**config.mk**
```make
export PLATFORM = sky130hd
export DESIGN_NAME = stream_switch_top
export DESIGN_NICKNAME = d
export VERILOG_FILES = /design/src/logic/stream_switch_pkg.sv /design/src/logic/stream_scheduler.sv /design/src/logic/frame_loader.sv /design/src/logic/uart_tx.sv /design/src/logic/stream_switch_top.sv
export SDC_FILE = /design/constraint.sdc
export NUM_CORES = 1
export LEC_CHECK = 0
export BUFFER_PORTS_ARGS = -buffer_cell sky130_fd_sc_hd__buf_2
export CAP_MARGIN = 5
export CELL_PAD_IN_SITES_DETAIL_PLACEMENT = 1
export CELL_PAD_IN_SITES_GLOBAL_PLACEMENT = 2
export CORE_MARGIN = 5
export CORE_UTILIZATION = 28
export DETAILED_ROUTE_END_ITERATION = 8
export MAX_ROUTING_LAYER = met4
export PLACE_DENSITY = 0.8
export SLEW_MARGIN = 20
export SYNTH_ARGS = -nofsm -noshare
export SYNTH_HDL_FRONTEND = slang
export SYNTH_HIERARCHICAL = 1
export SYNTH_SLANG_ARGS = --single-unit
```
**constraint.sdc**
```tcl
create_clock -name clock -period 2.1 [get_ports clock]
set_input_delay 0.105 -clock clock [delete_from_list [all_inputs] [get_ports clock]]
set_output_delay 0.105 -clock clock [all_outputs]
set_load 0.01 [all_outputs]
```
**src/logic/stream_switch_pkg.sv**
```systemverilog
/* shared widths, serial timing and bus types of the stream switch.
   the scheduler rotation is built for exactly eight streams of one byte each. */
`default_nettype none

package stream_switch_pkg;

	//////////////////////////////////////////////////
	// sizes and timing
	//////////////////////////////////////////////////

	localparam int NUM_STREAMS  = 8;  // number of data streams sharing the link.
	localparam int STREAM_IDX_W = 3;  // enough to number every stream.
	localparam int SLOT_W       = 10; // width of the slice length and the slice timer.

	// the transmitter and the receiver model in the testbench both run from this.
	localparam int CLKS_PER_BIT = 4;

	// a frame is one start bit, eight data bits and one stop bit.
	localparam int FRAME_BITS = 10;
	localparam int BIT_CNT_W  = $clog2(FRAME_BITS); // counts the bits of one frame.

	// the baud counter still needs one bit when a bit lasts a single cycle.
	localparam int BAUD_CNT_W = (CLKS_PER_BIT > 1) ? $clog2(CLKS_PER_BIT) : 1;

	//////////////////////////////////////////////////
	// bus types
	//////////////////////////////////////////////////

	// selection driven by the scheduler.
	typedef struct packed {
		logic                    valid;   // a source is granted right now.
		logic                    at_mode; // the command channel holds the link.
		logic [STREAM_IDX_W-1:0] index;   // granted stream, only when at_mode is clear.
	} stream_sel_t;

	// static setup for one sending session.
	typedef struct packed {
		logic                   want_at;     // pass the command byte through instead.
		logic [NUM_STREAMS-1:0] stream_mask; // bit n enables stream n.
		logic [SLOT_W-1:0]      slot_len;    // a slice lasts slot_len+1 cycles.
	} sched_cfg_t;

	// every stream byte side by side, stream n in bits 8n+7 down to 8n.
	typedef logic [NUM_STREAMS-1:0][7:0] stream_bytes_t;

endpackage

`default_nettype wire

```
**src/logic/stream_scheduler.sv**
```systemverilog
/* round-robin slice scheduler with a command mode override.
   cfg_i must stay stable while sending_i is high; an all-zero mask never grants. */
`timescale 1ns/10ps
`default_nettype none

module stream_scheduler (
	input  wire                            clock,
	input  wire                            resetn,
	input  wire                            sending_i, // session request, held as a level.
	input  wire stream_switch_pkg::sched_cfg_t cfg_i,
	output stream_switch_pkg::stream_sel_t     sel_o
);
	import stream_switch_pkg::*;

	// command mode sits apart from the walk states at all ones.
	typedef enum logic [2:0] {
		ST_IDLE    = 3'b000,
		ST_LOAD    = 3'b001,
		ST_FIND    = 3'b010,
		ST_RUN     = 3'b011,
		ST_COMMAND = 3'b111
	} state_t;

	state_t                  state_q;    // current state.
	state_t                  state_d;    // next state.
	logic [NUM_STREAMS-1:0]  rot_q;      // rotating copy of the mask, bit 0 is stream index_q.
	logic [STREAM_IDX_W-1:0] index_q;    // stream number lined up with rot_q[0].
	logic [SLOT_W-1:0]       timer_q;    // cycles spent in the current slice.
	logic                    slice_done; // last cycle of a slice.
	logic                    advance;    // step rotator and index to the next stream.

	//////////////////////////////////////////////////
	// rotation control
	//////////////////////////////////////////////////

	// the timer starts at zero so a slice covers slot_len+1 cycles.
	assign slice_done = (state_q == ST_RUN) && (timer_q == cfg_i.slot_len);

	// skip a disabled stream while searching, or move on once a slice ends.
	assign advance = ((state_q == ST_FIND) && !rot_q[0]) || slice_done;

	//////////////////////////////////////////////////
	// state machine
	//////////////////////////////////////////////////

	always_comb
	begin
		state_d = state_q; // stay put unless a case below says otherwise.
		case (state_q)
			ST_IDLE:
			begin
				if (sending_i)
					state_d = cfg_i.want_at ? ST_COMMAND : ST_LOAD;
			end
			ST_COMMAND:
			begin
				if (!sending_i)
					state_d = ST_IDLE; // the command channel is held for the whole request.
			end
			ST_LOAD:
			begin
				state_d = ST_FIND; // the mask is copied in exactly one cycle.
			end
			ST_FIND:
			begin
				if (!sending_i)
					state_d = ST_IDLE;
				else if (rot_q[0])
					state_d = ST_RUN; // found an enabled stream.
			end
			ST_RUN:
			begin
				// sending_i is only looked at again once the slice is over.
				if (slice_done)
					state_d = ST_FIND;
			end
			default:
			begin
				state_d = ST_IDLE;
			end
		endcase
	end

	always_ff @(posedge clock or negedge resetn)
	begin
		if (!resetn)
			state_q <= ST_IDLE;
		else
			state_q <= state_d;
	end

	//////////////////////////////////////////////////
	// counters
	//////////////////////////////////////////////////

	// slice timer. Cleared on every search cycle, counts only while a stream runs.
	always_ff @(posedge clock or negedge resetn)
	begin
		if (!resetn)
			timer_q <= '0;
		else if (state_q == ST_FIND)
			timer_q <= '0;
		else if (state_q == ST_RUN)
			timer_q <= timer_q + SLOT_W'(1);
	end

	// rotator and index move together so rot_q[0] always belongs to index_q.
	always_ff @(posedge clock or negedge resetn)
	begin
		if (!resetn)
		begin
			rot_q   <= '0;
			index_q <= '0;
		end
		else if (state_q == ST_IDLE)
		begin
			rot_q   <= '0; // every session starts again from stream 0.
			index_q <= '0;
		end
		else if (state_q == ST_LOAD)
			rot_q <= cfg_i.stream_mask;
		else if (advance)
		begin
			rot_q   <= {rot_q[0], rot_q[NUM_STREAMS-1:1]}; // right turn, 7 wraps to 0.
			index_q <= index_q + STREAM_IDX_W'(1);        // wraps with the rotator.
		end
	end

	//////////////////////////////////////////////////
	// selection output
	//////////////////////////////////////////////////

	always_comb
	begin
		sel_o = '0; // nothing granted in idle, load and find.
		case (state_q)
			ST_COMMAND:
			begin
				sel_o.valid   = 1'b1;
				sel_o.at_mode = 1'b1;
			end
			ST_RUN:
			begin
				sel_o.valid = 1'b1;
				sel_o.index = index_q;
			end
			default:
			begin
				sel_o = '0;
			end
		endcase
	end

endmodule

`default_nettype wire

```
**src/logic/frame_loader.sv**
```systemverilog
/* picks the byte of the granted source and starts a frame whenever the transmitter is free.
   source bytes are sampled once per frame and never queued. */
`timescale 1ns/10ps
`default_nettype none

module frame_loader (
	input  wire                               clock,
	input  wire                               resetn,
	input  wire stream_switch_pkg::stream_sel_t   sel_i,
	input  wire stream_switch_pkg::stream_bytes_t streams_i,
	input  wire [7:0]                         at_byte_i,  // command byte, passed through as is.
	input  wire                               tx_busy_i,  // high while a frame is on the line.
	output logic [7:0]                        tx_byte_o,  // byte handed to the transmitter.
	output logic                              tx_start_o  // one cycle pulse, starts a frame.
);

	logic [7:0] src_byte;   // byte of whatever source is granted now.
	logic       start_cond; // a frame may begin with the next edge.

	//////////////////////////////////////////////////
	// source selection
	//////////////////////////////////////////////////

	// the command channel takes priority over the stream index.
	always_comb
	begin
		if (sel_i.at_mode)
			src_byte = at_byte_i;
		else
			src_byte = streams_i[sel_i.index];
	end

	// busy only rises on the edge after the pulse, so the last pulse
	// itself has to block a second start in the following cycle.
	assign start_cond = sel_i.valid && !tx_busy_i && !tx_start_o;

	//////////////////////////////////////////////////
	// start pulse and holding register
	//////////////////////////////////////////////////

	always_ff @(posedge clock or negedge resetn)
	begin
		if (!resetn)
			tx_start_o <= 1'b0;
		else
			tx_start_o <= start_cond; // never high twice in a row.
	end

	// the byte is captured on the same edge that raises the pulse.
	always_ff @(posedge clock)
	begin
		if (start_cond)
			tx_byte_o <= src_byte;
	end

endmodule

`default_nettype wire

```
**src/logic/uart_tx.sv**
```systemverilog
/* 8N1 serial transmitter with a fixed divider of CLKS_PER_BIT cycles per bit.
   start_i is ignored while busy_o is high; the line idles high. */
`timescale 1ns/10ps
`default_nettype none

module uart_tx (
	input  wire       clock,
	input  wire       resetn,
	input  wire       start_i, // single cycle request, byte_i valid with it.
	input  wire [7:0] byte_i,
	output logic      busy_o,  // level, high from the start bit to the end of the stop bit.
	output logic      tx_o     // serial line.
);
	import stream_switch_pkg::*;

	logic [BAUD_CNT_W-1:0] baud_q;  // cycles spent in the current bit.
	logic [BIT_CNT_W-1:0]  bit_q;   // bit of the frame being sent.
	logic [FRAME_BITS-1:0] shift_q; // frame being sent, bit 0 is on the line.
	logic                  busy_q;
	logic                  bit_end; // last cycle of the current bit.

	assign bit_end = busy_q && (baud_q == BAUD_CNT_W'(CLKS_PER_BIT - 1));

	//////////////////////////////////////////////////
	// serializer
	//////////////////////////////////////////////////

	always_ff @(posedge clock or negedge resetn)
	begin
		if (!resetn)
		begin
			busy_q  <= 1'b0;
			baud_q  <= '0;
			bit_q   <= '0;
			shift_q <= '1; // all ones keeps the line at the idle level.
		end
		else if (!busy_q)
		begin
			if (start_i)
			begin
				busy_q  <= 1'b1;
				baud_q  <= '0;
				bit_q   <= '0;
				shift_q <= {1'b1, byte_i, 1'b0}; // stop, data lsb first, start.
			end
		end
		else
		begin
			// divider runs for every bit of the frame.
			if (bit_end)
				baud_q <= '0;
			else
				baud_q <= baud_q + BAUD_CNT_W'(1);

			if (bit_end)
			begin
				shift_q <= {1'b1, shift_q[FRAME_BITS-1:1]}; // ones fill in behind.
				if (bit_q == BIT_CNT_W'(FRAME_BITS - 1))
				begin
					busy_q <= 1'b0; // the stop bit has been held for a full bit time.
					bit_q  <= '0;
				end
				else
					bit_q <= bit_q + BIT_CNT_W'(1);
			end
		end
	end

	//////////////////////////////////////////////////
	// outputs
	//////////////////////////////////////////////////

	assign busy_o = busy_q;
	assign tx_o   = shift_q[0]; // straight from a flop, so the line has no glitches.

endmodule

`default_nettype wire

```
**src/logic/stream_switch_top.sv**
```systemverilog
/* output side of the sensor link: scheduler, frame loader and serial transmitter.
   a frame starts two cycles after a valid selection meets an idle transmitter. */
`timescale 1ns/10ps
`default_nettype none

module stream_switch_top (
	input  wire                               clock,
	input  wire                               resetn,
	input  wire                               sending_i,
	input  wire stream_switch_pkg::sched_cfg_t    cfg_i,
	input  wire stream_switch_pkg::stream_bytes_t streams_i,
	input  wire [7:0]                         at_byte_i,
	output stream_switch_pkg::stream_sel_t        select_o,
	output logic                              tx_o
);
	import stream_switch_pkg::*;

	stream_sel_t sel;      // current grant, also visible at the top.
	logic [7:0]  tx_byte;  // latched frame byte.
	logic        tx_start; // one cycle frame request.
	logic        tx_busy;  // transmitter is sending a frame.

	//////////////////////////////////////////////////
	// blocks
	//////////////////////////////////////////////////

	stream_scheduler i_stream_scheduler (
		.clock     (clock),
		.resetn    (resetn),
		.sending_i (sending_i),
		.cfg_i     (cfg_i),
		.sel_o     (sel)
	);

	frame_loader i_frame_loader (
		.clock      (clock),
		.resetn     (resetn),
		.sel_i      (sel),
		.streams_i  (streams_i),
		.at_byte_i  (at_byte_i),
		.tx_busy_i  (tx_busy), // the only back-pressure in the design.
		.tx_byte_o  (tx_byte),
		.tx_start_o (tx_start)
	);

	uart_tx i_uart_tx (
		.clock   (clock),
		.resetn  (resetn),
		.start_i (tx_start),
		.byte_i  (tx_byte),
		.busy_o  (tx_busy),
		.tx_o    (tx_o)
	);

	assign select_o = sel;

endmodule

`default_nettype wire

```
==> metrics <==
status=finished clean; critical path's largest stage delay=0.36 ns; register clock-pin slew on the reported worst setup and hold paths=0.06 ns; Die X=117 µm; first-pass GRT wire length=14300 µm; Syn Inst Count=314; static leakage=1.85 nW; Max-slew headroom=42.3%; Tmin final=1.92 ns; Max Clk Rate=521 MHz; RR Startpoint=i_stream_scheduler/state_q[1]; R2R Setup Slk=0.18 ns; Setup-failing EPs final=0; DR vias/cell=4.78; clk_lat worst skew=0.29 ns; Worst Hold Path Cells=3; Multi-input gate area=1800 µm²; Top FF cell, synth=dfrtp_1; Clock Sink Count=49; Area Overhead vs Synth=24.8%; vias in the first global route=2865; Min-Delay Startpoint=at_byte_i[6]; Post-Route Skew=0.00456 ns; worst hold endpoint=i_frame_loader/tx_byte_o[6]; Vias=2678; Worst EP required=2.13 ns; met3 Track Usage GR=2.02%; Top Usage Layer GRT=met2; I/O Buffers=99; largest net degree at the start of global routing=38; initial antenna violation count=0; I/O pins=100; TritonCTS clock tree=yes; GR Util All Layers=12.6%; Global Route met2 Usage=20.3%; crit-path leading delay family=simple AND/OR/NAND/NOR gates; hold slack=0.0962 ns; total CTS buffers=5; total of fill cells in the finished design=1329; RSZ-0062 raised after global routing=false; H-tree Lvls=2; DR iter-0 viols=109; Net Count, Synth=413; slowest cell on the critical path=dfrtp_1; floorplan row count=39; final period utilization=91.5%; Pre-antenna DRT Iters=4; maxcap violations=0; grt ovf=0; commonest non-fill, non-tap cell in the layout=buf_2; Hold Crit Class=input pin to register; clock tree buffer depth=2; met1 Usage GRT=16.6%; Critical Path Sink Type=register; Bufs and invs on worst path=1; HPWL after DPL=6640 µm; Antenna diodes=0; crit-path cells=nand2_1 > nor2_4 > and2_4 > buf_12 > mux2_2 > o22ai_1 > o31ai_1; endpoint of the lowest-slack register-to-register path=i_frame_loader/tx_byte_o[4]; initial core utilization=28.4%; wire per inst=15.2 µm; critical path class=register to register; # nets final=515; Worst IR Drop VDD=0.406 mV; Async SR Flop Fraction=83.7%; Syn. warnings=6; dpl cell area=3870 µm²; clock root cell=clkbuf_16; share of layout cells above drive strength 1=39.6%; share of the yosys chip area belonging to registers=39.6%; Post-synth EDFFs=8; CP max FO=33; register area=1280 µm²; die area=13800 µm²; r2r worst-path depth=7; WL final=8530 µm; Avg Cell Area, Syn=10.3 µm²; most frequent cells in the layout=99 x buf_2, 48 x nand2_1, 32 x dfrtp_1; Routed Antenna Nets=0; PwrDens=1200 nW/µm²; Final Hold Violating Endpoints=0; synthesized flop and latch total=49; post-synth cell types=55; die height=117 µm; critical path data arrival time=1.95 ns; Remaining DRCs=0; Core ar.=11400 µm²; mapped cell area=3220 µm²; routability congestion estimate=0.775; worst slew pin tran=0.865 ns; crit start category=register; Design Area, Final=4020 µm²; post-CTS setup buffers=0; Post-Route Setup TNS=0 ns; final count of pins violating max slew=0
worst reg2reg max path, stage by stage (launching register included):
cell     delay [ns]
dfrtp_1        0.36
nand2_1        0.12
nor2_4         0.16
and2_4         0.17
buf_12         0.20
mux2_2         0.39
o22ai_1        0.18
o31ai_1        0.09
registers in the layout (all words and copies together), names as in the netlist:
register and flops:
i_frame_loader/tx_start_o 1, i_uart_tx/bit_q 4, i_uart_tx/shift_q 9, i_stream_scheduler/state_q 3
i_stream_scheduler/rot_q 8, i_stream_scheduler/index_q 3, i_frame_loader/tx_byte_o 8, i_uart_tx/busy_o 1
i_uart_tx/baud_q 2, i_stream_scheduler/timer_q 10
metrics by stage:
step           instances  power, mW  util [%]  setup WS, ns
2_1_floorplan        314       3.50         -        0.0175
3_3_place_gp         551       4.00      34.1         0.210
3_5_place_dp         551       4.11      34.1         0.119
6_report             560       4.84      35.4         0.180
5_1_grt              560       5.21      35.4        0.0658
4_1_cts              560       4.91      35.4        0.0647
cell type report:
type                    instances  area share (%)
flip-flops and latches         49            31.8
inverters                       5           0.467
multi-input cells             243            44.8
well taps                     143            4.45
clock inverters                 1          0.0933
clock buffers                   7            3.30
repair buffers                112            15.1
cell families after synthesis:
logic type	Yosys count	synth area share (%)
simple gates	98	15.6
buf+inv	22	4.62
xor+xnor	10	2.72
flops	49	39.6
fa+ha+maj	5	1.94
mux	55	19.6
compound gates	75	15.9
what timing repair did:
action,4_1_cts,5_1_grt
hold buffers,1,0
gates resized for setup,0,1
endpoints found under the setup margin,0,8
endpoints found under the hold margin,32,0
synth_stat cells (all sizes together) (6+ instances only):
| library cell | number | area share [%] |
|---|---|---|
| nand2 | 48 | 5.6 |
| xor2 | 10 | 2.7 |
| o22ai | 9 | 1.7 |
| nor2b | 6 | 1.2 |
| a22o | 10 | 2.7 |
| o31ai | 9 | 2.3 |
| edfxtp | 8 | 7.5 |
| dfstp | 9 | 7.3 |
| buf | 12 | 3.1 |
| dfrtp | 32 | 25 |
| mux2i | 28 | 9.1 |
| nor2 | 17 | 2.2 |
| mux2 | 27 | 10 |
| o21ai | 30 | 4.7 |
routing by layer:
layer	vias to the layer above	routed length, µm
li1	1338	-
met5	-	0
met1	1271	4020
met3	10	298
met2	59	4100
met4	0	115
worst max path at each step:
stage / start / to / slack (ns) / cells past startpoint
after CTS: i_stream_scheduler/state_q[1] / i_frame_loader/tx_byte_o[0] / 0.06 / 6
after global placement: i_stream_scheduler/state_q[1] / i_frame_loader/tx_byte_o[0] / 0.21 / 6
final: i_stream_scheduler/state_q[1] / i_frame_loader/tx_byte_o[4] / 0.18 / 7
after floorplan: i_stream_scheduler/state_q[1] / i_frame_loader/tx_byte_o[6] / 0.02 / 8
after detailed placement: i_stream_scheduler/state_q[1] / i_frame_loader/tx_byte_o[0] / 0.12 / 6
after global routing: i_stream_scheduler/state_q[1] / i_frame_loader/tx_byte_o[4] / 0.07 / 7
power by group:
group	internal [mW]	switching (mW)	total (mW)
sequential	1.36	0.255	1.61
combinational	1.21	1.24	2.46
clock	0.439	0.329	0.768
total	3.01	1.83	4.84
Note: power is estimated with default switching activity, not from simulation.
